## config.mk

```make
export PLATFORM = sky130hd
export DESIGN_NAME = frontend_top
export DESIGN_NICKNAME = d
export VERILOG_FILES = /design/src/verilog/fe_cfg_pkg.sv /design/src/verilog/fe_types_pkg.sv /design/src/verilog/bht.sv /design/src/verilog/branch_predict.sv /design/src/verilog/fetch_queue.sv /design/src/verilog/frontend_top.sv /design/src/verilog/pc_gen.sv
export SDC_FILE = /design/constraint.sdc
export NUM_CORES = 1
export LEC_CHECK = 0
export ABC_CLOCK_PERIOD_IN_PS = 9700
export BUFFER_PORTS_ARGS = -buffer_cell sky130_fd_sc_hd__buf_2
export CAP_MARGIN = 0
export CORE_MARGIN = 2
export CORE_UTILIZATION = 64
export DETAILED_ROUTE_END_ITERATION = 10
export PLACE_DENSITY_LB_ADDON = 0.15
export SETUP_SLACK_MARGIN = 0.02
export SYNTH_ARGS = -nofsm -noshare
export SYNTH_HDL_FRONTEND = slang
export SYNTH_HIERARCHICAL = 1
export SYNTH_SLANG_ARGS = --single-unit
```

## constraint.sdc

```tcl
create_clock -name clk_i -period 9.7 [get_ports clk_i]
set_clock_uncertainty 0.2 [all_clocks]
set_input_delay 1.455 -clock clk_i [delete_from_list [all_inputs] [get_ports clk_i]]
set_output_delay 1.455 -clock clk_i [all_outputs]
set_load 0.02 [all_outputs]
```

## src/verilog/fe_cfg_pkg.sv

```systemverilog
package fe_cfg_pkg;

    // ------------------------------------------------------------------------
    // datapath widths
    // ------------------------------------------------------------------------

    // address and instruction width, rv32 only
    localparam int unsigned XLEN = 32;

    // first fetch address after reset
    localparam logic [XLEN-1:0] BOOT_ADDR = 32'h0000_1000;

    // ------------------------------------------------------------------------
    // branch history table
    // ------------------------------------------------------------------------

    // number of two-bit counters
    localparam int unsigned BHT_ENTRIES = 16;
    // pc bits above bit 1 that select a counter, pc[5:2]
    localparam int unsigned BHT_IDX_W = 4;

    // ------------------------------------------------------------------------
    // fetch queue
    // ------------------------------------------------------------------------

    // entries held toward the back end
    localparam int unsigned QUEUE_DEPTH = 4;
    // fill count width, must hold 0..QUEUE_DEPTH
    localparam int unsigned QUEUE_CNT_W = 3;

endpackage

```

## src/verilog/fe_types_pkg.sv

```systemverilog
package fe_types_pkg;

    // ------------------------------------------------------------------------
    // major opcodes seen by the pre-decoder
    // ------------------------------------------------------------------------

    // values are the instr[6:0] encodings of the rv32i base set
    typedef enum logic [6:0] {
        // conditional branches beq..bgeu
        OP_BRANCH = 7'b110_0011,
        // pc relative jump with immediate
        OP_JAL    = 7'b110_1111,
        // register indirect jump
        OP_JALR   = 7'b110_0111,
        // anything that does not change control flow
        OP_OTHER  = 7'b000_0000
    } opcode_e;

    // ------------------------------------------------------------------------
    // control flow kind attached to every fetch entry
    // ------------------------------------------------------------------------

    typedef enum logic [2:0] {
        // plain instruction, next pc is pc+4
        CF_NONE             = 3'd0,
        // branch predicted taken, fetch continued at the target
        CF_BRANCH_TAKEN     = 3'd1,
        // branch predicted not taken, fetch continued at pc+4
        CF_BRANCH_NOT_TAKEN = 3'd2,
        // jal, target known at pre-decode
        CF_JUMP             = 3'd3,
        // jalr, target unknown here so fetch falls through
        CF_JUMPR            = 3'd4
    } cf_e;

endpackage

```

## src/verilog/bht.sv

```systemverilog
`timescale 1ns/1ps

module bht (
    input  logic                       clk_i,
    input  logic                       rst_ni,
    // lookup for the instruction in the decode register
    input  logic [fe_cfg_pkg::XLEN-1:0] rd_pc_i,
    output logic                       valid_o,
    output logic                       taken_o,
    // training from resolved branches
    input  logic                       upd_valid_i,
    input  logic [fe_cfg_pkg::XLEN-1:0] upd_pc_i,
    input  logic                       upd_taken_i
);
    import fe_cfg_pkg::*;

    logic [BHT_ENTRIES-1:0] valid_q;
    logic [1:0]             cnt_q [BHT_ENTRIES];

    logic [BHT_IDX_W-1:0]   rd_idx;
    logic [BHT_IDX_W-1:0]   upd_idx;

    // word index, pc[1:0] is always zero without compressed code
    assign rd_idx  = rd_pc_i[BHT_IDX_W+1:2];
    assign upd_idx = upd_pc_i[BHT_IDX_W+1:2];

    assign valid_o = valid_q[rd_idx];
    // msb set means counter is 2 or 3
    assign taken_o = cnt_q[rd_idx][1];

    // ------------------------------------------------------------------------
    // entry valid bits
    // ------------------------------------------------------------------------
    always_ff @(posedge clk_i or negedge rst_ni) begin
        if (!rst_ni) begin
            valid_q <= '0;
        end else if (upd_valid_i) begin
            valid_q[upd_idx] <= 1'b1;
        end
    end

    // ------------------------------------------------------------------------
    // saturating counters
    // ------------------------------------------------------------------------
    always_ff @(posedge clk_i) begin
        if (upd_valid_i) begin
            if (!valid_q[upd_idx]) begin
                // first sighting, start weak in the resolved direction
                cnt_q[upd_idx] <= upd_taken_i ? 2'd2 : 2'd1;
            end else if (upd_taken_i && cnt_q[upd_idx] != 2'd3) begin
                cnt_q[upd_idx] <= cnt_q[upd_idx] + 2'd1;
            end else if (!upd_taken_i && cnt_q[upd_idx] != 2'd0) begin
                cnt_q[upd_idx] <= cnt_q[upd_idx] - 2'd1;
            end
        end
    end

endmodule

```

## src/verilog/branch_predict.sv

```systemverilog
`timescale 1ns/1ps

module branch_predict (
    input  logic [fe_cfg_pkg::XLEN-1:0] dec_pc_i,
    input  logic [fe_cfg_pkg::XLEN-1:0] dec_instr_i,
    // dynamic prediction for dec_pc_i
    input  logic                       bht_valid_i,
    input  logic                       bht_taken_i,
    output fe_types_pkg::cf_e          cf_o,
    output logic [fe_cfg_pkg::XLEN-1:0] target_o,
    output logic [fe_cfg_pkg::XLEN-1:0] next_pc_o
);
    import fe_cfg_pkg::*;
    import fe_types_pkg::*;

    opcode_e         opcode;
    logic [XLEN-1:0] b_imm;
    logic [XLEN-1:0] j_imm;
    logic            br_taken;

    // ------------------------------------------------------------------------
    // pre-decode
    // ------------------------------------------------------------------------
    always_comb begin
        case (dec_instr_i[6:0])
            OP_BRANCH: opcode = OP_BRANCH;
            OP_JAL:    opcode = OP_JAL;
            OP_JALR:   opcode = OP_JALR;
            default:   opcode = OP_OTHER;
        endcase
    end

    // b-type offset, bit 0 always zero
    assign b_imm = {{19{dec_instr_i[31]}}, dec_instr_i[31], dec_instr_i[7],
                    dec_instr_i[30:25], dec_instr_i[11:8], 1'b0};
    // j-type offset for jal
    assign j_imm = {{11{dec_instr_i[31]}}, dec_instr_i[31], dec_instr_i[19:12],
                    dec_instr_i[20], dec_instr_i[30:21], 1'b0};

    // bht when it knows the branch, else backward taken / forward not taken
    assign br_taken = bht_valid_i ? bht_taken_i : b_imm[XLEN-1];

    // ------------------------------------------------------------------------
    // kind, target and next fetch address
    // ------------------------------------------------------------------------
    always_comb begin
        cf_o     = CF_NONE;
        target_o = '0;
        unique case (opcode)
            OP_BRANCH: begin
                cf_o     = br_taken ? CF_BRANCH_TAKEN : CF_BRANCH_NOT_TAKEN;
                target_o = dec_pc_i + b_imm;
            end
            OP_JAL: begin
                cf_o     = CF_JUMP;
                target_o = dec_pc_i + j_imm;
            end
            // no btb, so jalr just falls through
            OP_JALR:  cf_o = CF_JUMPR;
            default:  cf_o = CF_NONE;
        endcase
    end

    assign next_pc_o = (cf_o == CF_JUMP || cf_o == CF_BRANCH_TAKEN) ?
                       target_o : dec_pc_i + XLEN'(4);

endmodule

```

## src/verilog/fetch_queue.sv

```systemverilog
`timescale 1ns/1ps

module fetch_queue (
    input  logic                       clk_i,
    input  logic                       rst_ni,
    input  logic                       flush_i,
    // write side from the decode register
    input  logic                       push_i,
    input  logic [fe_cfg_pkg::XLEN-1:0] pc_i,
    input  logic [fe_cfg_pkg::XLEN-1:0] instr_i,
    input  fe_types_pkg::cf_e          cf_i,
    input  logic [fe_cfg_pkg::XLEN-1:0] target_i,
    output logic                       space_o,
    output logic                       full_o,
    // read side toward the back end
    output logic                       fetch_valid_o,
    input  logic                       fetch_ready_i,
    output logic [fe_cfg_pkg::XLEN-1:0] fetch_pc_o,
    output logic [fe_cfg_pkg::XLEN-1:0] fetch_instr_o,
    output fe_types_pkg::cf_e          fetch_cf_o,
    output logic [fe_cfg_pkg::XLEN-1:0] fetch_target_o
);
    import fe_cfg_pkg::*;
    import fe_types_pkg::*;

    logic [XLEN-1:0]        pc_mem     [QUEUE_DEPTH];
    logic [XLEN-1:0]        instr_mem  [QUEUE_DEPTH];
    cf_e                    cf_mem     [QUEUE_DEPTH];
    logic [XLEN-1:0]        target_mem [QUEUE_DEPTH];

    // depth is a power of two so pointers wrap on their own
    logic [QUEUE_CNT_W-2:0] wr_ptr_q;
    logic [QUEUE_CNT_W-2:0] rd_ptr_q;
    logic [QUEUE_CNT_W-1:0] cnt_q;
    logic                   pop;

    assign pop            = fetch_valid_o & fetch_ready_i;
    assign fetch_valid_o  = cnt_q != '0;
    assign full_o         = cnt_q == QUEUE_CNT_W'(QUEUE_DEPTH);
    // room for this entry plus the one behind it in the decode register
    assign space_o        = cnt_q <= QUEUE_CNT_W'(QUEUE_DEPTH - 2);

    assign fetch_pc_o     = pc_mem[rd_ptr_q];
    assign fetch_instr_o  = instr_mem[rd_ptr_q];
    assign fetch_cf_o     = cf_mem[rd_ptr_q];
    assign fetch_target_o = target_mem[rd_ptr_q];

    always_ff @(posedge clk_i or negedge rst_ni) begin
        if (!rst_ni) begin
            wr_ptr_q <= '0;
            rd_ptr_q <= '0;
            cnt_q    <= '0;
        end else if (flush_i) begin
            wr_ptr_q <= '0;
            rd_ptr_q <= '0;
            cnt_q    <= '0;
        end else begin
            if (push_i) wr_ptr_q <= wr_ptr_q + 1'b1;
            if (pop)    rd_ptr_q <= rd_ptr_q + 1'b1;
            case ({push_i, pop})
                2'b10:   cnt_q <= cnt_q + 1'b1;
                2'b01:   cnt_q <= cnt_q - 1'b1;
                default: cnt_q <= cnt_q;
            endcase
        end
    end

    // entry storage
    always_ff @(posedge clk_i) begin
        if (push_i) begin
            pc_mem[wr_ptr_q]     <= pc_i;
            instr_mem[wr_ptr_q]  <= instr_i;
            cf_mem[wr_ptr_q]     <= cf_i;
            target_mem[wr_ptr_q] <= target_i;
        end
    end

    no_push_full_a: assert property (@(posedge clk_i) disable iff (!rst_ni)
        push_i |-> !full_o);

    // valid/ready contract with the back end
    fetch_hold_a: assert property (@(posedge clk_i) disable iff (!rst_ni)
        fetch_valid_o && !fetch_ready_i && !flush_i |=>
            fetch_valid_o && $stable(fetch_pc_o) && $stable(fetch_instr_o) &&
            $stable(fetch_cf_o) && $stable(fetch_target_o));

endmodule

```

## src/verilog/frontend_top.sv

```systemverilog
`timescale 1ns/1ps

module frontend_top (
    input  logic                       clk_i,
    input  logic                       rst_ni,
    // instruction memory
    output logic                       imem_req_o,
    output logic [fe_cfg_pkg::XLEN-1:0] imem_addr_o,
    input  logic                       imem_gnt_i,
    input  logic                       imem_rvalid_i,
    input  logic [fe_cfg_pkg::XLEN-1:0] imem_rdata_i,
    // branch resolution from the back end
    input  logic                       resolve_valid_i,
    input  logic                       resolve_is_branch_i,
    input  logic [fe_cfg_pkg::XLEN-1:0] resolve_pc_i,
    input  logic                       resolve_taken_i,
    input  logic                       resolve_mispredict_i,
    input  logic [fe_cfg_pkg::XLEN-1:0] resolve_target_i,
    input  logic                       exception_i,
    input  logic [fe_cfg_pkg::XLEN-1:0] trap_vector_i,
    // fetch entries to the back end
    output logic                       fetch_valid_o,
    input  logic                       fetch_ready_i,
    output logic [fe_cfg_pkg::XLEN-1:0] fetch_pc_o,
    output logic [fe_cfg_pkg::XLEN-1:0] fetch_instr_o,
    output fe_types_pkg::cf_e          fetch_cf_o,
    output logic [fe_cfg_pkg::XLEN-1:0] fetch_target_o
);
    import fe_cfg_pkg::*;
    import fe_types_pkg::*;

    logic            dec_valid_q, dec_push, capture;
    logic [XLEN-1:0] dec_pc_q, dec_instr_q;
    logic            redirect_valid;
    logic [XLEN-1:0] redirect_pc;
    logic            bht_valid, bht_taken, q_space, q_full;
    cf_e             cf;
    logic [XLEN-1:0] target, next_pc;
    logic            upd_valid_q, upd_taken_q;
    logic [XLEN-1:0] upd_pc_q;

    // trap beats mispredict
    assign redirect_valid = exception_i | (resolve_valid_i & resolve_mispredict_i);
    assign redirect_pc    = exception_i ? trap_vector_i : resolve_target_i;
    assign dec_push       = dec_valid_q & ~q_full;

    // ------------------------------------------------------------------------
    // decode register and registered bht training
    // ------------------------------------------------------------------------
    always_ff @(posedge clk_i or negedge rst_ni) begin
        if (!rst_ni) begin
            dec_valid_q <= 1'b0;
            upd_valid_q <= 1'b0;
        end else begin
            upd_valid_q <= resolve_valid_i & resolve_is_branch_i;
            if (redirect_valid)   dec_valid_q <= 1'b0;
            else if (capture)     dec_valid_q <= 1'b1;
            else if (dec_push)    dec_valid_q <= 1'b0;
        end
    end

    always_ff @(posedge clk_i) begin
        // address is still held by pc_gen while the reply is out
        if (capture) begin
            dec_pc_q    <= imem_addr_o;
            dec_instr_q <= imem_rdata_i;
        end
        upd_pc_q    <= resolve_pc_i;
        upd_taken_q <= resolve_taken_i;
    end

    pc_gen i_pc_gen (
        .clk_i, .rst_ni, .imem_req_o, .imem_addr_o, .imem_gnt_i, .imem_rvalid_i,
        .next_pc_i        (next_pc),
        .advance_i        (dec_push),
        .space_i          (q_space),
        .redirect_valid_i (redirect_valid),
        .redirect_pc_i    (redirect_pc),
        .capture_o        (capture)
    );

    branch_predict i_branch_predict (
        .dec_pc_i (dec_pc_q), .dec_instr_i (dec_instr_q),
        .bht_valid_i (bht_valid), .bht_taken_i (bht_taken),
        .cf_o (cf), .target_o (target), .next_pc_o (next_pc)
    );

    bht i_bht (
        .clk_i, .rst_ni,
        .rd_pc_i (dec_pc_q), .valid_o (bht_valid), .taken_o (bht_taken),
        .upd_valid_i (upd_valid_q), .upd_pc_i (upd_pc_q), .upd_taken_i (upd_taken_q)
    );

    fetch_queue i_fetch_queue (
        .clk_i, .rst_ni,
        .flush_i (redirect_valid), .push_i (dec_push),
        .pc_i (dec_pc_q), .instr_i (dec_instr_q), .cf_i (cf), .target_i (target),
        .space_o (q_space), .full_o (q_full),
        .fetch_valid_o, .fetch_ready_i, .fetch_pc_o, .fetch_instr_o,
        .fetch_cf_o, .fetch_target_o
    );

endmodule

```

## src/verilog/pc_gen.sv

```systemverilog
`timescale 1ns/1ps

module pc_gen (
    input  logic                       clk_i,
    input  logic                       rst_ni,
    // instruction memory request side
    output logic                       imem_req_o,
    output logic [fe_cfg_pkg::XLEN-1:0] imem_addr_o,
    input  logic                       imem_gnt_i,
    input  logic                       imem_rvalid_i,
    // predicted pc from the decode register, valid with advance_i
    input  logic [fe_cfg_pkg::XLEN-1:0] next_pc_i,
    input  logic                       advance_i,
    input  logic                       space_i,
    // redirect from the back end, already prioritized
    input  logic                       redirect_valid_i,
    input  logic [fe_cfg_pkg::XLEN-1:0] redirect_pc_i,
    output logic                       capture_o
);
    import fe_cfg_pkg::*;

    logic            req_q;
    logic            out_q;
    logic            stale_q;
    logic            pend_q;
    logic [XLEN-1:0] addr_q;
    // address of the next fetch while it waits for room or for the bus
    logic [XLEN-1:0] npc_q;

    logic            rsp;
    logic            bus_free;
    logic            launch;
    logic [XLEN-1:0] launch_pc;

    assign imem_req_o  = req_q;
    assign imem_addr_o = addr_q;

    // the outstanding response comes back this cycle
    assign rsp       = out_q & imem_rvalid_i;
    // nothing requested and nothing in flight after this cycle
    assign bus_free  = ~req_q & (~out_q | imem_rvalid_i);
    // a redirect in the same cycle kills the response too
    assign capture_o = rsp & ~stale_q & ~redirect_valid_i;

    // a push hands over the next pc directly, otherwise use the parked one
    assign launch    = (pend_q | advance_i) & space_i & bus_free;
    assign launch_pc = advance_i ? next_pc_i : npc_q;

    // ------------------------------------------------------------------------
    // request state
    // ------------------------------------------------------------------------
    always_ff @(posedge clk_i or negedge rst_ni) begin
        if (!rst_ni) begin
            req_q   <= 1'b0;
            out_q   <= 1'b0;
            stale_q <= 1'b0;
            // boot fetch is parked and leaves on the first clock
            pend_q  <= 1'b1;
            addr_q  <= BOOT_ADDR;
            npc_q   <= BOOT_ADDR;
        end else begin
            if (imem_req_o && imem_gnt_i) begin
                req_q <= 1'b0;
                out_q <= 1'b1;
            end
            if (rsp) begin
                out_q   <= 1'b0;
                stale_q <= 1'b0;
            end
            if (redirect_valid_i) begin
                if (bus_free) begin
                    req_q  <= 1'b1;
                    addr_q <= redirect_pc_i;
                    pend_q <= 1'b0;
                end else begin
                    // request stays up unchanged, its reply is dropped
                    stale_q <= 1'b1;
                    pend_q  <= 1'b1;
                    npc_q   <= redirect_pc_i;
                end
            end else if (launch) begin
                req_q  <= 1'b1;
                addr_q <= launch_pc;
                pend_q <= 1'b0;
            end else if (advance_i) begin
                // queue too full, wait for the back end to drain it
                pend_q <= 1'b1;
                npc_q  <= next_pc_i;
            end
        end
    end

    addr_aligned_a: assert property (@(posedge clk_i) disable iff (!rst_ni)
        imem_req_o |-> imem_addr_o[1:0] == 2'b00);

    // one transaction at a time on the memory port
    gnt_single_a: assert property (@(posedge clk_i) disable iff (!rst_ni)
        imem_gnt_i |-> !out_q);

endmodule

```

Word-level counts from Yosys, hierarchy flattened

Memory sizes are Yosys's and may differ from the RTL's. A register that Yosys moved wholly into a read port is not among the register bits.
Index checks and enable logic that the tools add are counted.

Bits in read-only memories: 0
Register bits: 164
Memories: 5
Input bits: 138
Bits in latches: 0
Bits in writable memories: 428
Output and inout port bits: 133

Memories:

| memory                   | words | width | rd ports | clocked after Yosys merged registers in | write ports | line              | source |
|---|---|---|---|---|---|---|---|
| i_fetch_queue.instr_mem  | 4     | 32    | 1        | 0                                       | 1           | fetch_queue.sv:27 | `logic [XLEN-1:0] instr_mem [QUEUE_DEPTH];` |
| i_fetch_queue.pc_mem     | 4     | 32    | 1        | 0                                       | 1           | fetch_queue.sv:26 | `logic [XLEN-1:0] pc_mem [QUEUE_DEPTH];` |
| i_fetch_queue.target_mem | 4     | 32    | 1        | 0                                       | 1           | fetch_queue.sv:29 | `logic [XLEN-1:0] target_mem [QUEUE_DEPTH];` |
| i_bht.cnt_q              | 16    | 2     | 2        | 2                                       | 1           | bht.sv:18         | `logic [1:0] cnt_q [BHT_ENTRIES];` |
| i_fetch_queue.cf_mem     | 4     | 3     | 1        | 0                                       | 1           | fetch_queue.sv:28 | `cf_e cf_mem [QUEUE_DEPTH];` |

Reduce and logical (&&, ||, !) cells: 17
Bitwise gates (word level): 21
Multiply operators: 0
Magnitude comparators: 4
Muxes and demuxes: 60
$add $sub $neg: 9
Divide/modulo/power cells: 0
Equal/unequal tests: 15
Shift-type cells: 0

Operators by type and width:

| kind                    | number |
|---|---|
| $mux W32                | 9 |
| $add A32 B32 Y32        | 2 |
| $pmux W32 S2            | 1 |
| $eq A7 B7 Y1 const B    | 6 |
| $mux W1                 | 34 |
| $add A32 B3 Y32 const B | 1 |
| $pmux W7 S3             | 1 |
| $mux W2                 | 8 |
| $or A16 B16 Y16         | 1 |
| $reduce_bool A3 Y1      | 4 |
| $and A1 B1 Y1           | 10 |
| $lt A4 B5 Y1 const B    | 2 |
| $reduce_bool A2 Y1      | 5 |
| $pmux W3 S3             | 1 |
| $bmux W1 S4             | 2 |
| $add A2 B1 Y2 const B   | 3 |
| $ne A2 B2 Y1 const B    | 3 |
| $pmux W3 S2             | 1 |
| $not A1 Y1              | 5 |
| $or A1 B1 Y1            | 5 |
| $demux W1 S4            | 1 |
| $ge A4 B1 Y1 const B    | 1 |
| $logic_and A1 B1 Y1     | 4 |
| $mux W4                 | 1 |
| 14 further kinds        | 15 |

Logic depth before layout (Yosys ltp)

Gate-level depths: netlist of run 1.

Depth after elaboration: 11
Gate-level depth with buffers: 20
Gate-level depth less buffers: 19

Modules after synthesis

Netlist of run 1, hierarchy kept.

Modules (own cells, without submodules):

| module         | instances | cells each | area an instance (um^2) | seq. area each (um^2) |
|---|---|---|---|---|
| fetch_queue    | 1         | 568        | 14,784.2                | 12,066.6 |
| pc_gen         | 1         | 262        | 3,241.9                 | 1,705.4 |
| frontend_top   | 1         | 140        | 3,211.8                 | 2,632.5 |
| branch_predict | 1         | 434        | 2,846.5                 | 0.0 |
| bht            | 1         | 164        | 2,449.8                 | 1,361.3 |

Worst setup path after synthesis of run 1

Ideal clock, no wire load.

Path type: input port to flip-flop
From: input exception_i
To: register dec_instr_q[0] (enable)
Stages: 6
Arrival time: 6.723 ns
Path buffers: 4
Setup slack: 2.209 ns
Path through: buf_6 buf_12 a21o_4 clkbuf_2 clkbuf_1 nor3_1

Cells in the longest elaborated chain, start to end: 3

Ends and longest elaborated chain:

| element                | line               | source |
|---|---|---|
| start: declaration     | frontend_top.sv:19 | `input logic exception_i,` |
| $or A1 B1 Y1           | frontend_top.sv:43 | `assign redirect_valid = exception_i \| (resolve_valid_i & resolve_mispredict_i);` |
| via redirect_valid     | frontend_top.sv:34 | `logic redirect_valid;` |
| $not A1 Y1             | pc_gen.sv:43       | `assign capture_o = rsp & ~stale_q & ~redirect_valid_i;` |
| $and A1 B1 Y1          | pc_gen.sv:43       |  |
| via capture            | frontend_top.sv:32 | `logic dec_valid_q, dec_push, capture;` |
| end signal: assignment | frontend_top.sv:66 | `dec_instr_q <= imem_rdata_i;` |
| end: declaration       | frontend_top.sv:33 | `logic [XLEN-1:0] dec_pc_q, dec_instr_q;` |

The timed path passes the listed nets, and every way through them passes these cells.
A chain may end at the register's enable or synchronous reset.

Final worst setup path of run 1

From: register dec_instr_q[4]
To: register i_pc_gen.addr_q[21] (netlist: i_pc_gen/imem_addr_o[21])

Cells in the longest elaborated chain, start to end: 10

Ends and longest elaborated chain:

| element                                      | line                 | source |
|---|---|---|
| $eq A7 B7 Y1                                 | branch_predict.sv:25 | `case (dec_instr_i[6:0])` |
| $pmux W7 S3 (*)                              | branch_predict.sv:25 |  |
| $eq A7 B7 Y1                                 | branch_predict.sv:49 | `unique case (opcode)` |
| $pmux W3 S3                                  | branch_predict.sv:49 |  |
| $eq A3 B2 Y1 or $eq A3 B1 Y1 (tied branches) | branch_predict.sv:64 | `assign next_pc_o = (cf_o == CF_JUMP \|\| cf_o == CF_BRANCH_TAKEN) ?` |
| $logic_or A1 B1 Y1                           | branch_predict.sv:64 |  |
| $mux W32 (*)                                 | branch_predict.sv:64 |  |
| via next_pc[21]                              | frontend_top.sv:38   | `logic [XLEN-1:0] target, next_pc;` |
| $mux W32 (*)                                 | pc_gen.sv:47         | `assign launch_pc = advance_i ? next_pc_i : npc_q;` |
| $mux W32 (*)                                 | pc_gen.sv:81         | `end else if (launch) begin` |
| $mux W32 (*)                                 | pc_gen.sv:70         | `if (redirect_valid_i) begin` |
| end signal: assignment                       | pc_gen.sv:73         | `addr_q <= redirect_pc_i;` |
| end signal: assignment                       | pc_gen.sv:83         | `addr_q <= launch_pc;` |
| end: declaration                             | pc_gen.sv:26         | `logic [XLEN-1:0] addr_q;` |

Mark *: on every way through the listed nets, which the timed path passes. The rest lies on a longest branch. The select of a mux whose other input is x is not followed.

==> results_dict.tcl, run 1 <==
set metrics [dict create \
    drt_iter0_drc 1421 \
    met2_usage_pct 44.1 \
    numCtsBuffers 57 \
    cp.required_ns 9.98 \
    fin_crit_sh_pct 58.2 \
    gr-usage-all-layers_pct 28.4 \
    p_sw_share_pct 24.5 \
    slew_headroom_pct 21.1 \
    slew_violations 0 \
    tightest_slew_ns 1.18 \
    met3_usage_pct 4.77 \
    r2r-start "dec_instr_q[4]" \
    cp_slowest_cell "nor2_1" \
    fin_util_pct 73.6 \
    cpLargestDelayFamily "simple AND/OR/NAND/NOR gates" \
    p_switching_mw 1.47 \
    initial_core_util_pct 65.1 \
    rr_endpoint "i_pc_gen/imem_addr_o[21]" \
    finalWirelength_mm 58.3 \
    cts_setup_buffers 0 \
    nNetsFinal 1962 \
    vias_per_cell 6.27 \
    antenna_found_initial 0 \
    power.total_mw 5.98 \
    setup_viol 0 \
    crit_fanout 10 \
    hold_depth 0 \
    rsz0062_at_grt "no" \
    clkTransAtPathRegs_ns 0.06 \
    core-area_um2 39900 \
    path_class "reg2reg" \
    cts_tree "done" \
    wl_per_cell_um 24.7 \
    peakVddDrop_mv 0.153 \
    gr-usage-met1_pct 42.3 \
    ys.warnings.count 6 \
    fp.dieH_um 205 \
    io_pins 271 \
    dp_hpwl_mm 36.9 \
    power_per_cell_area_nw_per_um2 204 \
    syn_area_per_cell_um2 16.9 \
    area_delta_synth_final_pct 13.1 \
    status "complete, no violations" \
    timing.fmax_mhz 177 \
    grt_pass1_wl_mm 88.2 \
    cts_hold_buf 0 \
    syn-num-nets 1720 \
    reg2reg_depth 20 \
    clock_power_share_pct 36.6 \
    end_kind "flop" \
    drc 0 \
    gr-total-overflow 0 \
    syn_inst 1540 \
    clock_path_buffers 3 \
    drtAntennaViolNets 0 \
    hold_viol_final 0 \
    min_from "i_pc_gen/imem_addr_o[0]" \
    layout_min_cycle_time_ns 5.65 \
    cts_resized 0 \
    place_congestion 0.899 \
    pwr-share-comb_pct 11.9 \
    portBuffers 242 \
    num_antenna_cells 0 \
    root_buffer "clkbuf_16" \
    grt_pass1_vias 14700 \
    grt_busiest_layer "met2" \
    rows 73 \
    critPathBufInv 2 \
    arrival_ns 5.93 \
    whs_endpoint "dec_pc_q[0]" \
    setup-tns-final_ns 0 \
    h-tree-depth 2 \
    die_x_um 205 \
    clkLatencyLatePin_ns 0.61 \
    crit_chain "nor2b_1 -> nand4_1 -> nor2_1 -> buf_4 -> mux2_2 -> ha_1 -> inv_1 -> fa_1 -> and2b_1 -> o2111ai_2 -> a211oi_1 -> a211oi_2 -> nor3_1 -> or2_4 -> a21oi_1 -> xor2_1 -> o21ai_1 -> mux2i_1 -> o21ai_0 -> mux2_1" \
    grt_max_degree 78 \
    reg2reg_slack_ns 4.05 \
    die-area_um2 42200 \
    cellLeakagePower_nw 10.7 \
    p_int_mw 4.51 \
    start_kind "flop" \
    drv_cap 0 \
    min_path_type "reg2reg" \
    layout-drive-gt1-share_pct 29.8 \
    num_vias 14800 \
    slowest_delay_ns 0.66 \
    sequentialPowerShare_pct 51.5 \
    cts.sinks 590 \
    detail_route.first_pass.iterations 5 \
    synth_area_um2 26000 \
]
-- cells in the final DEF, fill, tap and decap left out, types with 10 or more instances in the layout --
master and count:
dfrtp_1 88, clkinv_1 13, mux4_2 112, nand3_1 23, nor2b_1 10, mux2i_1 45
nand2_1 100, a21oi_1 39, buf_2 241, clkbuf_16 60, ha_1 40, mux2_1 49
o21ai_0 65, inv_1 14, o21bai_1 16, and2_1 14, clkinv_2 10, nor2_1 71
mux2_4 29, xnor2_1 33, xor2_1 28, a21o_1 26, edfxtp_1 492, mux2_2 24
nand4_1 12, buf_4 17
-- power groups by stage --
| stage | Combinational, mW | Sequential, mW | Clock (mW) |
|---|---|---|---|
| 2_1_floorplan | 0.443 | 3.16 | 0 |
| 3_3_place_gp | 0.692 | 3.11 | 0 |
| 3_5_place_dp | 0.711 | 3.13 | 0 |
| 4_1_cts | 0.718 | 3.08 | 2.22 |
| 5_1_grt | 0.776 | 3.10 | 2.32 |
| 6_report | 0.712 | 3.08 | 2.19 |
-- sequential cells by signal, summed over array words and instances, names as in the netlist, 2 cells and up --
name and cells:
i_fetch_queue/cf_mem 12, i_fetch_queue/instr_mem 128, upd_pc_q 4, i_bht/cnt_q 32
i_fetch_queue/cnt_q 3, i_pc_gen/imem_addr_o 32, dec_pc_q 32, i_fetch_queue/pc_mem 128
i_pc_gen/npc_q 32, i_fetch_queue/wr_ptr_q 2, dec_instr_q 32, i_fetch_queue/rd_ptr_q 2
i_bht/valid_q 16, i_fetch_queue/target_mem 128
-- per-stage QoR --
stage          std cells  area, um2  hold slack, ns  setup WS, ns
4_1_cts             2355      29400           0.275          4.02
5_1_grt             2355      29400           0.282          3.57
3_5_place_dp        2248      27500           0.260          4.10
3_3_place_gp        2248      27500           0.248          4.22
2_1_floorplan       1540      26000           0.260          2.21
6_report            2355      29400           0.270          4.05
-- cell type report --
type / instances / area [um2]
clock buffer: 73 / 1590
clock inverter: 34 / 277
fill: 2489 / 10500
inverter: 16 / 60.1
multi-input combinational: 859 / 8240
sequential: 590 / 17200
tap: 525 / 657
timing repair buffer: 258 / 1330
-- layer usage --
metal | up-vias | part of all wire (%)
met5 | - | 0
met4 | 0 | 2.3
met3 | 83 | 8.6
met2 | 685 | 47
met1 | 7474 | 42
li1 | 6518 | -
-- worst max-delay path by stage --
| stage | from | to | slack, ns | depth (start not counted) |
|---|---|---|---|---|
| floorplan | exception_i | dec_instr_q[0] | 2.21 | 6 |
| global placement | dec_instr_q[4] | i_pc_gen/imem_addr_o[21] | 4.22 | 20 |
| detailed placement | dec_instr_q[4] | i_pc_gen/imem_addr_o[21] | 4.10 | 20 |
| CTS | dec_instr_q[4] | i_pc_gen/imem_addr_o[21] | 4.02 | 20 |
| global route | dec_instr_q[4] | i_pc_gen/npc_q[31] | 3.57 | 20 |
| finish | dec_instr_q[4] | i_pc_gen/imem_addr_o[21] | 4.05 | 20 |
-- worst register-to-register path: cells and delay by family, from the launching register on --
kind | cells | cell delay [ns]
compound gates | 6 | 1.14
xor+xnor | 1 | 0.36
fa+ha+maj | 2 | 0.38
buf+inv | 2 | 0.35
flops | 1 | 0.46
mux | 3 | 0.90
simple gates | 6 | 1.73
Power figures use the tool's default switching activity.
==> run 2, diff against run 1 <==
- ABC_CLOCK_PERIOD_IN_PS: 9700 -> 5110
- CORE_UTILIZATION: 64 -> 53
- clock period: 9.7 -> 5.11 ns (I/O delays scaled with it)
==> results_dict.tcl, run 2 (synthesis gave the netlist of run 1 again) <==
set metrics [dict create \
    rsz0062_at_grt "no" \
    timing.fmax_mhz 211 \
    nNetsFinal 1976 \
    detail_route.first_pass.iterations 5 \
    die_x_um 225 \
    drc 0 \
    clkLatencyLatePin_ns 0.61 \
    power_per_cell_area_nw_per_um2 383 \
    num_vias 14400 \
    dp.cells 2358 \
    antenna_found_initial 0 \
    cp_slowest_cell "edfxtp_1" \
    die-area_um2 50800 \
    path_class "reg2reg" \
    drv_cap 0 \
    portBuffers 242 \
    initial_core_util_pct 53.4 \
    grt_max_degree 78 \
    crit_chain "nor2b_1 -> nand4_1 -> nor2_1 -> buf_4 -> mux2_2 -> ha_1 -> inv_1 -> fa_1 -> and2b_1 -> o2111ai_2 -> a21oi_1 -> nor2_1 -> o31ai_1 -> nand2_1 -> nor4_1 -> and3b_1 -> xnor2_1 -> mux2i_1 -> o21ai_0 -> mux2_1" \
    clkTransAtPathRegs_ns 0.06 \
    place_congestion 0.874 \
    final_common_cell "edfxtp_1" \
    slowest_delay_ns 0.44 \
    clock_path_buffers 3 \
    fp.dieH_um 225 \
    layout-drive-gt1-share_pct 30.2 \
    layout_common_cells "edfxtp_1 (492), buf_2 (241), mux4_2 (112)" \
    grt_pass1_vias 14200 \
    tightest_slew_ns 1.24 \
    cts_tree "done" \
    slew_violations 0 \
    drt_iter0_drc 1165 \
    start_kind "flop" \
    dp_hpwl_mm 38.4 \
    crit_top_cell "nor2_1" \
    core-area_um2 48600 \
    area_delta_synth_final_pct 14.2 \
    numCtsBuffers 58 \
    cts.sinks 590 \
    grt_pass1_wl_mm 86.5 \
    crit_fanout 5 \
    cellLeakagePower_nw 10.7 \
    h-tree-depth 2 \
    setup_viol 0 \
    rows 81 \
    top_regs "i_fetch_queue/instr_mem x128, i_fetch_queue/pc_mem x128, i_fetch_queue/target_mem x128" \
    hold_viol_final 0 \
    num_antenna_cells 0 \
    peakVddDrop_mv 0.340 \
    end_kind "flop" \
    io_pins 271 \
    wl_per_cell_um 23.3 \
    status "complete, no violations" \
    drtAntennaViolNets 0 \
    finalWirelength_mm 57.4 \
    gr-total-overflow 0 \
    gr-usage-all-layers_pct 23.0 \
    final_cells 2463 \
    min_path_type "in2async" \
    layout_min_cycle_time_ns 4.75 \
    arrival_ns 5.04 \
    cts_setup_buffers 0 \
    root_buffer "clkbuf_16" \
    setup-tns-final_ns 0 \
    cp.required_ns 5.40 \
    vias_per_cell 5.86 \
    slew_headroom_pct 16.7 \
    fin_crit_sh_pct 92.9 \
]
run 2: critical path: cells and delay by family, from the launching register on:
kind | cells | cell delay, ns
XOR/XNOR | 1 | 0.15
buffers and inverters | 2 | 0.23
flip-flops | 1 | 0.44
AND/OR/NAND/NOR | 8 | 1.52
multiplexers | 3 | 0.71
AO/OA/AOI/OAI | 4 | 0.85
adder cells (fa/ha/maj) | 2 | 0.52
run 2: final timing paths:
path,endpoint,from,slack (ns),cells past startpoint
setup / recovery,i_pc_gen/imem_addr_o[31],dec_instr_q[4],0.36,20
hold / removal,i_pc_gen/out_q,rst_ni,0.02,1
setup reg to reg,i_pc_gen/imem_addr_o[31],dec_instr_q[4],0.36,20
hold reg to reg,dec_pc_q[2],i_pc_gen/imem_addr_o[2],0.27,0
max in group asynchronous,i_pc_gen/imem_addr_o[2],rst_ni,3.67,2
min in group clk_i,upd_pc_q[3],resolve_pc_i[3],0.06,1
run 2: layer usage:
metal / up-vias / routed length (um) / global-route usage [%]
met4: 0 / 895 / 5.92
li1: 6525 / - / -
met3: 56 / 3600 / 3.73
met2: 456 / 26200 / 34.6
met1: 7398 / 26600 / 35.1
met5: - / 0 / 0
run 2: report_power, final:
part | switching (mW) | total (mW) | internal, mW | leakage, nW
Combinational | 0.754 | 1.36 | 0.608 | 4.10
Clock | 1.74 | 4.16 | 2.42 | 0.894
Sequential | 0.267 | 5.83 | 5.57 | 5.74
Total | 2.77 | 11.4 | 8.59 | 10.7
run 2: layout make-up:
type	instances	area [um2]
fillers	3633	19000
clock inverters	38	344
flip-flops and latches	590	17200
clock buffers	67	1520
repair buffers	271	1510
multi-input cells	859	8240
inverters	16	60.1
well taps	622	778
run 2: metrics by stage:
stage	util (%)	power, mW	hold slack (ns)	setup slack, ns	cell area, um2
floorplan	-	6.83	0.260	0.288	26000
global placement	57.1	7.25	0.250	0.450	27800
detailed placement	57.1	7.30	0.258	0.359	27800
finish	61.0	11.4	0.0212	0.361	29700
CTS	61.0	11.5	0.0145	0.339	29700
global route	61.0	11.8	0.0348	0.0292	29700
run 2: repair_timing:
action                                  4_1_cts  5_1_grt
hold buffers                                  0        0
resized for setup                             0        1
endpoints found under the setup margin        0        2
